`src/pll_lock_table.mem`:
```
// Lock table, entry n holds multiplier n+1
// Lock count [22:13], reference delay [12:8], low-bandwidth filter [7:0]
7D0107
7C015A
7B01AD
7A01F0
790243
780296
7702E9
76023C
75038F
7403D2
730325
720378
7104CB
70041E
6F0461
6E04B4
6D0507
6C055A
6B05AD
6A05F0
690643
680696
6706E9
66063C
65078F
6407D2
630725
620778
6108CB
60081E
5F0861
5E08B4
5D0907
5C095A
5B09AD
5A09F0
590A43
580A96
570AE9
560A3C
550B8F
540BD2
530B25
520B78
510CCB
500C1E
4F0C61
4E0CB4
4D0D07
4C0D5A
4B0DAD
4A0DF0
490E43
480E96
470EE9
460E3C
450F8F
440FD2
430F25
420F78
4110CB
40101E
3F1061
3E10B4

```
`src/pll_reconfig_pkg.sv`:
```
`default_nettype none

package pll_reconfig_pkg;

	////////////////////////////////////////////////////////////
	// Register port words

	localparam int drp_addr_w = 7;
	localparam int drp_data_w = 16;

	typedef logic [drp_data_w-1:0] drp_word_t;
	typedef logic [drp_addr_w-1:0] drp_addr_t;

	////////////////////////////////////////////////////////////
	// PLL register map

	localparam drp_addr_t reg_power      = 7'h28;
	localparam drp_addr_t reg_clkfbout_1 = 7'h14;
	localparam drp_addr_t reg_clkfbout_2 = 7'h15;
	localparam drp_addr_t reg_indiv      = 7'h16;
	localparam drp_addr_t reg_lock_1     = 7'h18;
	localparam drp_addr_t reg_lock_2     = 7'h19;
	localparam drp_addr_t reg_lock_3     = 7'h1a;
	localparam drp_addr_t reg_filt_1     = 7'h4e;
	localparam drp_addr_t reg_filt_2     = 7'h4f;

	// Output dividers, register 1 then register 2
	localparam drp_addr_t reg_clkout0_1  = 7'h08;
	localparam drp_addr_t reg_clkout0_2  = 7'h09;
	localparam drp_addr_t reg_clkout1_1  = 7'h0a;
	localparam drp_addr_t reg_clkout1_2  = 7'h0b;
	localparam drp_addr_t reg_clkout2_1  = 7'h0c;
	localparam drp_addr_t reg_clkout2_2  = 7'h0d;
	localparam drp_addr_t reg_clkout3_1  = 7'h0e;
	localparam drp_addr_t reg_clkout3_2  = 7'h0f;
	localparam drp_addr_t reg_clkout4_1  = 7'h10;
	localparam drp_addr_t reg_clkout4_2  = 7'h11;
	// Output 5 sits below output 0 in the map
	localparam drp_addr_t reg_clkout5_1  = 7'h06;
	localparam drp_addr_t reg_clkout5_2  = 7'h07;

	////////////////////////////////////////////////////////////
	// Preserve masks, a set bit keeps the old register bit

	localparam drp_word_t mask_clkreg1    = 16'h1000;
	localparam drp_word_t mask_clkfbout_2 = 16'h8000;
	localparam drp_word_t mask_out0_2     = 16'h8000;
	localparam drp_word_t mask_out14_2    = 16'hfc00;
	localparam drp_word_t mask_out5_2     = 16'hc000;
	localparam drp_word_t mask_indiv      = 16'hc000;
	localparam drp_word_t mask_lock_1     = 16'hfc00;
	localparam drp_word_t mask_lock_23    = 16'h8000;
	localparam drp_word_t mask_filt_1     = 16'h66ff;
	localparam drp_word_t mask_filt_2     = 16'h666f;

	// Fixed lock values
	localparam logic [9:0] unlock_cnt    = 10'd1;
	localparam logic [9:0] lock_sat_high = 10'h3e9;

	// Writes per command
	localparam int vco_steps        = 8;
	localparam int out_steps        = 2;
	localparam int lock_table_depth = 64;

	////////////////////////////////////////////////////////////
	// Divider register word, seen as register 1 or register 2

	typedef union packed {
		struct packed {
			logic [2:0] phase_mux;
			logic       rsvd;
			logic [5:0] high_time;
			logic [5:0] low_time;
		} clkreg1;
		struct packed {
			logic [5:0] upper;
			logic [1:0] mx;
			logic       edge_bit;
			logic       no_count;
			logic [5:0] delay;
		} clkreg2;
	} pll_clk_reg_u;

	typedef enum logic [2:0] {
		boot_power,
		boot_hold,
		idle,
		ready,
		vco_write,
		out_write,
		cmd_wait
	} seq_state_e;

	typedef enum logic {
		cmd_vco,
		cmd_out
	} cmd_kind_e;

endpackage

`default_nettype wire

```
`src/drp_rmw_engine.sv`:
```
`timescale 1ns/1ps
`default_nettype none

module drp_rmw_engine import pll_reconfig_pkg::*; (
	input wire            reconfig_clk,
	input wire            reset,
	input wire            reg_wr,
	input wire drp_addr_t reg_addr,
	input wire drp_word_t reg_wdata,
	input wire drp_word_t reg_wmask,
	input wire drp_word_t drp_dout,
	input wire            drp_ready,
	output logic          reg_wr_done,
	output logic          drp_en,
	output logic          drp_we,
	output drp_addr_t     drp_addr,
	output drp_word_t     drp_din
);

	typedef enum logic [1:0] {
		rmw_idle,
		rmw_read,
		rmw_write
	} rmw_state_e;

	rmw_state_e state;
	drp_word_t  merged_word;

	// Old bits under the mask, new bits elsewhere
	assign merged_word = (drp_dout & reg_wmask) | (reg_wdata & ~reg_wmask);

	////////////////////////////////////////////////////////////
	// Access sequencing

	always_ff @(posedge reconfig_clk) begin
		if (reset) begin
			state       <= rmw_idle;
			drp_en      <= 1'b0;
			drp_we      <= 1'b0;
			reg_wr_done <= 1'b0;
		end else begin
			// Strobes last one cycle
			drp_en      <= 1'b0;
			drp_we      <= 1'b0;
			reg_wr_done <= 1'b0;
			case (state)
				// Request in, read the register first
				rmw_idle: begin
					if (reg_wr) begin
						drp_en <= 1'b1;
						state  <= rmw_read;
					end
				end
				// Read data back, send the merged word
				rmw_read: begin
					if (drp_ready) begin
						drp_en <= 1'b1;
						drp_we <= 1'b1;
						state  <= rmw_write;
					end
				end
				// Write acknowledged
				rmw_write: begin
					if (drp_ready) begin
						reg_wr_done <= 1'b1;
						state       <= rmw_idle;
					end
				end
				default: state <= rmw_idle;
			endcase
		end
	end

	// Address and data
	always_ff @(posedge reconfig_clk) begin
		if (state == rmw_idle && reg_wr)
			drp_addr <= reg_addr;
		if (state == rmw_read && drp_ready)
			drp_din <= merged_word;
	end

endmodule

`default_nettype wire

```
`src/reconfig_sequencer.sv`:
```
`timescale 1ns/1ps
`default_nettype none

module reconfig_sequencer import pll_reconfig_pkg::*; (
	input wire        reconfig_clk,
	input wire        reset,
	input wire        reconfig_start,
	input wire        reconfig_finish,
	input wire        vco_en,
	input wire        output_en,
	input wire        reg_wr_done,
	input wire        last_step,
	output logic      busy,
	output logic      reconfig_cmd_done,
	output logic      pll_reset,
	output logic      reg_wr,
	output logic      step_load,
	output cmd_kind_e cmd_kind,
	output logic      boot_write
);

	seq_state_e state;

	// Power word selected until the boot write is done
	assign boot_write = busy && (state == boot_power || state == boot_hold);

	always_ff @(posedge reconfig_clk) begin
		if (reset) begin
			state             <= boot_power;
			busy              <= 1'b1;
			pll_reset         <= 1'b1;
			reconfig_cmd_done <= 1'b0;
			reg_wr            <= 1'b0;
			step_load         <= 1'b0;
			cmd_kind          <= cmd_vco;
		end else begin
			// Single cycle strobes
			reconfig_cmd_done <= 1'b0;
			reg_wr            <= 1'b0;
			step_load         <= 1'b0;

			// PLL released once out of the mode
			if (state == idle)
				pll_reset <= 1'b0;

			case (state)

				////////////////////////////////////////////////////////////
				// Boot

				// Power up every block of the PLL
				boot_power: begin
					reg_wr <= 1'b1;
					state  <= boot_hold;
				end

				// Wait for the power write
				boot_hold: begin
					if (reg_wr_done)
						busy <= 1'b0;
					if (reconfig_start && !busy) begin
						state     <= ready;
						pll_reset <= 1'b1;
					end
				end

				// Out of the mode
				idle: begin
					if (reconfig_start) begin
						state     <= ready;
						pll_reset <= 1'b1;
					end
				end

				////////////////////////////////////////////////////////////
				// Reconfiguration mode

				// Output command takes priority over VCO
				ready: begin
					if (output_en) begin
						cmd_kind  <= cmd_out;
						step_load <= 1'b1;
						state     <= out_write;
					end else if (vco_en) begin
						cmd_kind  <= cmd_vco;
						step_load <= 1'b1;
						state     <= vco_write;
					end else if (reconfig_finish) begin
						state <= idle;
					end
				end

				// Issue the write for the current step
				vco_write, out_write: begin
					reg_wr <= 1'b1;
					state  <= cmd_wait;
				end

				// Counter steps on the same done pulse
				cmd_wait: begin
					if (reg_wr_done) begin
						if (last_step) begin
							reconfig_cmd_done <= 1'b1;
							state             <= ready;
						end else if (cmd_kind == cmd_out) begin
							state <= out_write;
						end else begin
							state <= vco_write;
						end
					end
				end

				default: state <= idle;
			endcase
		end
	end

endmodule

`default_nettype wire

```
`src/write_step_counter.sv`:
```
`timescale 1ns/1ps
`default_nettype none

module write_step_counter import pll_reconfig_pkg::*; (
	input wire            reconfig_clk,
	input wire            reset,
	input wire            step_load,
	input wire cmd_kind_e cmd_kind,
	input wire            reg_wr_done,
	output logic [2:0]    step,
	output logic          last_step
);

	always_ff @(posedge reconfig_clk) begin
		if (reset)
			step <= 3'd0;
		else if (step_load)
			step <= 3'd0;
		// Next register once the current one is written
		else if (reg_wr_done)
			step <= step + 3'd1;
	end

	// Final write depends on the command
	assign last_step = (cmd_kind == cmd_vco) ? (step == 3'(vco_steps - 1)) :
		(step == 3'(out_steps - 1));

endmodule

`default_nettype wire

```
`src/drp_word_builder.sv`:
```
`timescale 1ns/1ps
`default_nettype none

module drp_word_builder import pll_reconfig_pkg::*; (
	input wire            cmd_kind_e cmd_kind,
	input wire [2:0]      step,
	input wire            boot_write,
	input wire [6:0]      vco_mult,
	input wire [6:0]      vco_indiv,
	input wire            vco_bandwidth,
	input wire [2:0]      output_idx,
	input wire [7:0]      output_div,
	input wire [8:0]      output_phase,
	input wire [9:0]      lock_cnt,
	input wire [4:0]      lock_dly,
	input wire [7:0]      filter_lo,
	input wire [7:0]      filter_hi,
	output drp_addr_t     reg_addr,
	output drp_word_t     reg_wdata,
	output drp_word_t     reg_wmask
);

	// High and low counts, low one longer for odd divisors
	function automatic drp_word_t clkreg1_word(input logic [2:0] phase, input logic [7:0] div);
		pll_clk_reg_u w;
		w                   = '0;
		w.clkreg1.phase_mux = phase;
		w.clkreg1.high_time = div[6:1];
		w.clkreg1.low_time  = div[6:1] + 6'(div[0]);
		return w;
	endfunction

	// Edge fixes odd duty cycle, no-count bypasses divide-by-1
	function automatic drp_word_t clkreg2_word(input logic [7:0] div, input logic [5:0] dly);
		pll_clk_reg_u w;
		w                  = '0;
		w.clkreg2.edge_bit = div[0];
		w.clkreg2.no_count = (div == 8'd1);
		w.clkreg2.delay    = dly;
		return w;
	endfunction

	logic [7:0] filter_sel;
	drp_word_t  indiv_word;
	drp_word_t  filt1_word;
	drp_word_t  filt2_word;
	drp_addr_t  out_addr_1;
	drp_addr_t  out_addr_2;
	drp_word_t  out_mask_2;

	assign filter_sel = vco_bandwidth ? filter_hi : filter_lo;

	// Filter bits scattered over two registers
	assign filt1_word = {filter_sel[7], 2'b00, filter_sel[6:5], 2'b00, filter_sel[4], 8'h00};
	assign filt2_word = {filter_sel[3], 2'b00, filter_sel[2:1], 2'b00, filter_sel[0], 8'h00};

	// Input divider packs edge and no-count above the counts
	always_comb begin
		indiv_word     = clkreg1_word(3'd0, {1'b0, vco_indiv});
		indiv_word[13] = vco_indiv[0];
		indiv_word[12] = (vco_indiv == 7'd1);
	end

	////////////////////////////////////////////////////////////
	// Output register pair and its register 2 mask

	always_comb begin
		case (output_idx)
			3'd1: {out_addr_1, out_addr_2, out_mask_2} = {reg_clkout1_1, reg_clkout1_2, mask_out14_2};
			3'd2: {out_addr_1, out_addr_2, out_mask_2} = {reg_clkout2_1, reg_clkout2_2, mask_out14_2};
			3'd3: {out_addr_1, out_addr_2, out_mask_2} = {reg_clkout3_1, reg_clkout3_2, mask_out14_2};
			3'd4: {out_addr_1, out_addr_2, out_mask_2} = {reg_clkout4_1, reg_clkout4_2, mask_out14_2};
			3'd5: {out_addr_1, out_addr_2, out_mask_2} = {reg_clkout5_1, reg_clkout5_2, mask_out5_2};
			// Output 0, also taken for 6 and 7
			default: {out_addr_1, out_addr_2, out_mask_2} = {reg_clkout0_1, reg_clkout0_2, mask_out0_2};
		endcase
	end

	////////////////////////////////////////////////////////////
	// Word for the current step

	always_comb begin
		// Boot power word
		reg_addr  = reg_power;
		reg_wdata = 16'hffff;
		reg_wmask = '0;
		if (!boot_write) begin
			if (cmd_kind == cmd_vco) begin
				case (step)
					3'd0: begin
						reg_addr  = reg_clkfbout_1;
						reg_wdata = clkreg1_word(3'd0, {1'b0, vco_mult});
						reg_wmask = mask_clkreg1;
					end
					3'd1: begin
						reg_addr  = reg_clkfbout_2;
						reg_wdata = clkreg2_word({1'b0, vco_mult}, 6'd0);
						reg_wmask = mask_clkfbout_2;
					end
					3'd2: begin
						reg_addr  = reg_indiv;
						reg_wdata = indiv_word;
						reg_wmask = mask_indiv;
					end
					3'd3: begin
						reg_addr  = reg_lock_1;
						reg_wdata = {6'd0, lock_cnt};
						reg_wmask = mask_lock_1;
					end
					// Same delay feeds both lock registers
					3'd4: begin
						reg_addr  = reg_lock_2;
						reg_wdata = {1'b0, lock_dly, unlock_cnt};
						reg_wmask = mask_lock_23;
					end
					3'd5: begin
						reg_addr  = reg_lock_3;
						reg_wdata = {1'b0, lock_dly, lock_sat_high};
						reg_wmask = mask_lock_23;
					end
					3'd6: begin
						reg_addr  = reg_filt_1;
						reg_wdata = filt1_word;
						reg_wmask = mask_filt_1;
					end
					default: begin
						reg_addr  = reg_filt_2;
						reg_wdata = filt2_word;
						reg_wmask = mask_filt_2;
					end
				endcase
			end else if (step == 3'd0) begin
				// Fine phase in register 1
				reg_addr  = out_addr_1;
				reg_wdata = clkreg1_word(output_phase[2:0], output_div);
				reg_wmask = mask_clkreg1;
			end else begin
				// Coarse phase as delay in register 2
				reg_addr  = out_addr_2;
				reg_wdata = clkreg2_word(output_div, output_phase[8:3]);
				reg_wmask = out_mask_2;
			end
		end
	end

endmodule

`default_nettype wire

```
`src/pll_lock_table.sv`:
```
`timescale 1ns/1ps
`default_nettype none

module pll_lock_table import pll_reconfig_pkg::*; (
	input wire [6:0]   vco_mult,
	output logic [9:0] lock_cnt,
	output logic [4:0] lock_dly,
	output logic [7:0] filter_lo,
	output logic [7:0] filter_hi
);

	// Hex words of lock count 22:13, reference delay 12:8, filter 7:0
	logic [22:0] lock_rom [lock_table_depth];
	logic [5:0]  rom_addr;
	logic [22:0] rom_word;

	initial begin
		$readmemh("/design/src/pll_lock_table.mem", lock_rom);
	end

	// Entry 0 holds multiplier 1
	assign rom_addr = 6'(vco_mult - 7'd1);
	assign rom_word = lock_rom[rom_addr];

	assign lock_cnt  = rom_word[22:13];
	assign lock_dly  = rom_word[12:8];
	assign filter_lo = rom_word[7:0];
	// High bandwidth forces the upper filter bits
	assign filter_hi = {4'hf, rom_word[3:0]};

endmodule

`default_nettype wire

```
`src/pll_reconfig_ctrl.sv`:
```
`timescale 1ns/1ps
`default_nettype none

module pll_reconfig_ctrl import pll_reconfig_pkg::*; (
	input wire            reconfig_clk,
	input wire            reset,
	input wire            reconfig_start,
	input wire            reconfig_finish,
	output logic          busy,
	output logic          reconfig_cmd_done,
	input wire            vco_en,
	input wire [6:0]      vco_mult,
	input wire [6:0]      vco_indiv,
	input wire            vco_bandwidth,
	input wire            output_en,
	input wire [2:0]      output_idx,
	input wire [7:0]      output_div,
	input wire [8:0]      output_phase,
	output logic          pll_reset,
	output logic          drp_en,
	output logic          drp_we,
	output drp_addr_t     drp_addr,
	output drp_word_t     drp_din,
	input wire drp_word_t drp_dout,
	input wire            drp_ready
);

	logic       reg_wr;
	logic       reg_wr_done;
	logic       step_load;
	logic       boot_write;
	logic [2:0] step;
	logic       last_step;
	cmd_kind_e  cmd_kind;
	drp_addr_t  reg_addr;
	drp_word_t  reg_wdata;
	drp_word_t  reg_wmask;
	logic [9:0] lock_cnt;
	logic [4:0] lock_dly;
	logic [7:0] filter_lo;
	logic [7:0] filter_hi;

	////////////////////////////////////////////////////////////
	// Control

	reconfig_sequencer reconfig_sequencer_inst (
		.reconfig_clk      (reconfig_clk),
		.reset             (reset),
		.reconfig_start    (reconfig_start),
		.reconfig_finish   (reconfig_finish),
		.vco_en            (vco_en),
		.output_en         (output_en),
		.reg_wr_done       (reg_wr_done),
		.last_step         (last_step),
		.busy              (busy),
		.reconfig_cmd_done (reconfig_cmd_done),
		.pll_reset         (pll_reset),
		.reg_wr            (reg_wr),
		.step_load         (step_load),
		.cmd_kind          (cmd_kind),
		.boot_write        (boot_write)
	);

	write_step_counter write_step_counter_inst (
		.reconfig_clk (reconfig_clk),
		.reset        (reset),
		.step_load    (step_load),
		.cmd_kind     (cmd_kind),
		.reg_wr_done  (reg_wr_done),
		.step         (step),
		.last_step    (last_step)
	);

	////////////////////////////////////////////////////////////
	// Register words

	pll_lock_table pll_lock_table_inst (
		.vco_mult  (vco_mult),
		.lock_cnt  (lock_cnt),
		.lock_dly  (lock_dly),
		.filter_lo (filter_lo),
		.filter_hi (filter_hi)
	);

	drp_word_builder drp_word_builder_inst (
		.cmd_kind      (cmd_kind),
		.step          (step),
		.boot_write    (boot_write),
		.vco_mult      (vco_mult),
		.vco_indiv     (vco_indiv),
		.vco_bandwidth (vco_bandwidth),
		.output_idx    (output_idx),
		.output_div    (output_div),
		.output_phase  (output_phase),
		.lock_cnt      (lock_cnt),
		.lock_dly      (lock_dly),
		.filter_lo     (filter_lo),
		.filter_hi     (filter_hi),
		.reg_addr      (reg_addr),
		.reg_wdata     (reg_wdata),
		.reg_wmask     (reg_wmask)
	);

	// Register port
	drp_rmw_engine drp_rmw_engine_inst (
		.reconfig_clk (reconfig_clk),
		.reset        (reset),
		.reg_wr       (reg_wr),
		.reg_addr     (reg_addr),
		.reg_wdata    (reg_wdata),
		.reg_wmask    (reg_wmask),
		.drp_dout     (drp_dout),
		.drp_ready    (drp_ready),
		.reg_wr_done  (reg_wr_done),
		.drp_en       (drp_en),
		.drp_we       (drp_we),
		.drp_addr     (drp_addr),
		.drp_din      (drp_din)
	);

endmodule

`default_nettype wire

```
`config.mk`:
```
export PLATFORM = sky130hd
export DESIGN_NAME = pll_reconfig_ctrl
export DESIGN_NICKNAME = d
export VERILOG_FILES = /design/src/pll_reconfig_pkg.sv /design/src/drp_rmw_engine.sv /design/src/reconfig_sequencer.sv /design/src/write_step_counter.sv /design/src/drp_word_builder.sv /design/src/pll_lock_table.sv /design/src/pll_reconfig_ctrl.sv
export SDC_FILE = /design/constraint.sdc
export NUM_CORES = 1
export LEC_CHECK = 0
export ABC_AREA = 1
export BUFFER_PORTS_ARGS = -buffer_cell sky130_fd_sc_hd__buf_2
export CAP_MARGIN = 20
export CELL_PAD_IN_SITES_DETAIL_PLACEMENT = 1
export CELL_PAD_IN_SITES_GLOBAL_PLACEMENT = 1
export CORE_ASPECT_RATIO = 1.25
export CORE_UTILIZATION = 33
export CTS_CLUSTER_SIZE = 24
export DETAILED_ROUTE_END_ITERATION = 8
export PLACE_DENSITY = 0.84
export RECOVER_POWER = 25
export SKIP_CTS_REPAIR_TIMING = 1
export SYNTH_ARGS = -nofsm -noshare
export SYNTH_HDL_FRONTEND = slang
export SYNTH_SLANG_ARGS = --single-unit
```
`constraint.sdc`:
```
create_clock -name reconfig_clk -period 1.8 [get_ports reconfig_clk]
set_clock_uncertainty 0.1 [all_clocks]
set_input_delay 0.27 -clock reconfig_clk [delete_from_list [all_inputs] [get_ports reconfig_clk]]
set_output_delay 0.27 -clock reconfig_clk [all_outputs]
set_load 0.02 [all_outputs]
```
==> reports/metrics.cfg <==
[power_and_ir_drop]
pwr-share-clk_pct=20.5
power_frac_seq_pct=34.5
vdd_drop_max_uv=509.7
power_density_mw_per_mm2=920.3
intPower_mw=2.192
p_sw_share_pct=40.78
p_total_mw=3.702
p_leak_nw=1.904
p_sw_mw=1.510
p_comb_share_pct=45.0

[synth]
synth.area.top_cells=edfxtp_1 24%, nand2_1 14%, dfxtp_1 12%, nor2_1 8.5%, ha_1 7.8%
syn_inst=411
avgSynthCellArea_sq_um=7.020
ys_seq_elements=40
synth_seq_area_share_pct=35.73
yosysTopAreaCellShare_pct=23.94
syn_nets=487
ys_types=37
yosys.area.top_type=edfxtp_1
synth_area_sq_mm=0.002885
yosys_warnings=0

[floorplan]
start_util_pct=34.62
dieWidth_microns=85.64
coreArea_sq_mm=0.008333
placementRows=37
dieArea_sq_mm=0.009124
dieHeight_microns=106.5
ios=86

[clocking]
clk_pin_slew_worst_paths_ns=0.09
root_buffer=clkbuf_8
numCtsBuffers=5
h-tree-depth=2
cts_tree=yes
cts.sinks=40
clock_latency_ns=0.30
cts_buffer_depth=2

[sta]
setup_violations=17
max_slew.worst_pin.slew_ns=0.4739
setup_tns_ns=-2.224
hold_viol=0
timing.final.crit_share_pct=113.5
fin_crit_ns=2.043
hold_ws_ns=0.1271
fmaxAchievable_mhz=489.4
rsz0062_at_grt=true
maxSlewHeadroom_pct=68.29
drv_slew=0
setup_slack_ns=-0.2432

[global_route]
grt_pass1_wl_microns=16320
grt_max_degree=18
antenna_found_initial=0
grt_pass1_vias=3541
track_usage_pct=22.47
overflow=0

[layout]
nets=616
final_common_cell=nand2_1
antennaDiodeCount=0
fin_cells=638
fin_util_pct=48.27
drive_gt1_share_pct=32.72
layout_common_cells=97 x nand2_1, 71 x buf_2, 63 x nor2_1
areaGrowthSynthToFinish_pct=39.42

[run_status]
failed_checks=setup timing
run_status=complete, but fails checks

[critical_path]
start_kind=flop
cp_data_required_time_ns=1.74
cp_max_fo=8
worstSetupEndpointType=flop
critical_path_arrival_ns=1.99
critical_path_class=reg2reg

[routing]
drt_iter0_drc=129
wire_per_inst_microns=16.64
vias=3329
final_antenna_net_count=0
wl_microns=10620
drc=0
viasPerCell=5.218
firstDrtPassIters=4

[placement]
place_congestion=0.8654
portBuffers=83
dp_cells=626
dp_hpwl_microns=7901

[flow_run]
maxCapViolations=0

[min_path]
hold_class=in2reg

worst max-delay path, stage by stage (launching register included):
cell and delay, ns:
dfxtp_4 0.39, clkinvlp_4 0.16, ha_4 0.22, buf_6 0.13, nand3_4 0.10, clkinvlp_4 0.22, a22oi_1 0.34, a21oi_1 0.13
cell usage after synthesis:
cell type,count
o21ai_0,16
a21oi_1,20
a21oi_4,1
inv_2,6
nor2_2,2
buf_4,3
dfxtp_1,17
inv_1,41
ha_1,18
clkbuf_1,1
o21bai_1,1
o211ai_1,7
edfxtp_1,23
o32ai_1,1
o21ai_1,6
nand3_1,36
a31oi_1,3
nand3_2,1
buf_2,4
nor3_1,3
nand2_8,1
a22oi_1,4
nor2_1,65
a211oi_1,1
nand2_2,2
a22o_1,1
nor4_1,1
nand4_1,8
or2_2,3
inv_4,1
nand3b_1,2
a41oi_1,1
xor2_1,2
nor2_4,1
o22ai_1,3
nand2_1,104
o221ai_1,1
layer usage:
| layer | vias up | global-route usage (%) | share of wire, % |
|---|---|---|---|
| li1 | 1631 | - | - |
| met4 | 0 | 7.381 | 2.4 |
| met1 | 1586 | 24.14 | 40 |
| met5 | - | 0 | 0 |
| met3 | 22 | 3.571 | 4.2 |
| met2 | 90 | 43.77 | 54 |
sequential cells by signal, summed over array words and instances, names as in the netlist:
signal and count:
drp_rmw_engine_inst.drp_din 16, drp_rmw_engine_inst.drp_addr 7, reconfig_sequencer_inst.state 3, write_step_counter_inst.step 3, drp_rmw_engine_inst.state 2, drp_rmw_engine_inst.drp_en 1, drp_rmw_engine_inst.drp_we 1, drp_rmw_engine_inst.reg_wr_done 1
reconfig_sequencer_inst.busy 1, reconfig_sequencer_inst.cmd_kind 1, reconfig_sequencer_inst.pll_reset 1, reconfig_sequencer_inst.reconfig_cmd_done 1, reconfig_sequencer_inst.reg_wr 1, reconfig_sequencer_inst.step_load 1
area by class of cell:
| class | count | area (sq um) |
|---|---|---|
| well taps | 97 | 121.4 |
| multi-input cells | 315 | 1774 |
| clock inverters | 1 | 8.758 |
| fillers | 1106 | 4310 |
| clock buffers | 7 | 107.6 |
| repair buffers | 130 | 780.7 |
| flip-flops and latches | 40 | 1040 |
| inverters | 48 | 190.2 |
logic make-up after synthesis:
kind of cell,Yosys count,share of synthesized area (%)
simple gates,229,34.17
compound gates,66,13.75
buf+inv,56,7.936
flops,40,35.73
fa+ha+maj,18,7.806
xor+xnor,2,0.6072
power groups by stage:
stage | registers (mW) | logic (mW) | clock network [mW]
5_1_grt | 1.29 | 1.82 | 0.797
6_report | 1.28 | 1.67 | 0.758
4_1_cts | 1.28 | 1.57 | 0.771
3_3_place_gp | 1.29 | 1.49 | 0
3_5_place_dp | 1.30 | 1.55 | 0
2_1_floorplan | 1.43 | 0.842 | 0
per-stage QoR:
stage               cell area, sq um  worst slack, ns
floorplan                       2890          0.01605
detailed placement              3716          -0.1652
CTS                             3832          -0.2451
finish                          4023          -0.2432
global placement                3716         -0.07981
global route                    4023          -0.2812
final timing paths:
kind | start | to | slack, ns | cells after the start
max | write_step_counter_inst.step[1]$_SDFFE_PP0P_ | drp_rmw_engine_inst.drp_din[9]$_DFFE_PP_ | -0.24 | 7
min | drp_ready | drp_rmw_engine_inst.reg_wr_done$_SDFF_PP0_ | 0.13 | 3
max reg2reg | write_step_counter_inst.step[1]$_SDFFE_PP0P_ | drp_rmw_engine_inst.drp_din[9]$_DFFE_PP_ | -0.24 | 7
min reg2reg | drp_rmw_engine_inst.state[0]$_SDFFE_PP0P_ | drp_rmw_engine_inst.reg_wr_done$_SDFF_PP0_ | 0.38 | 1
(Power assumes the default switching activity.)
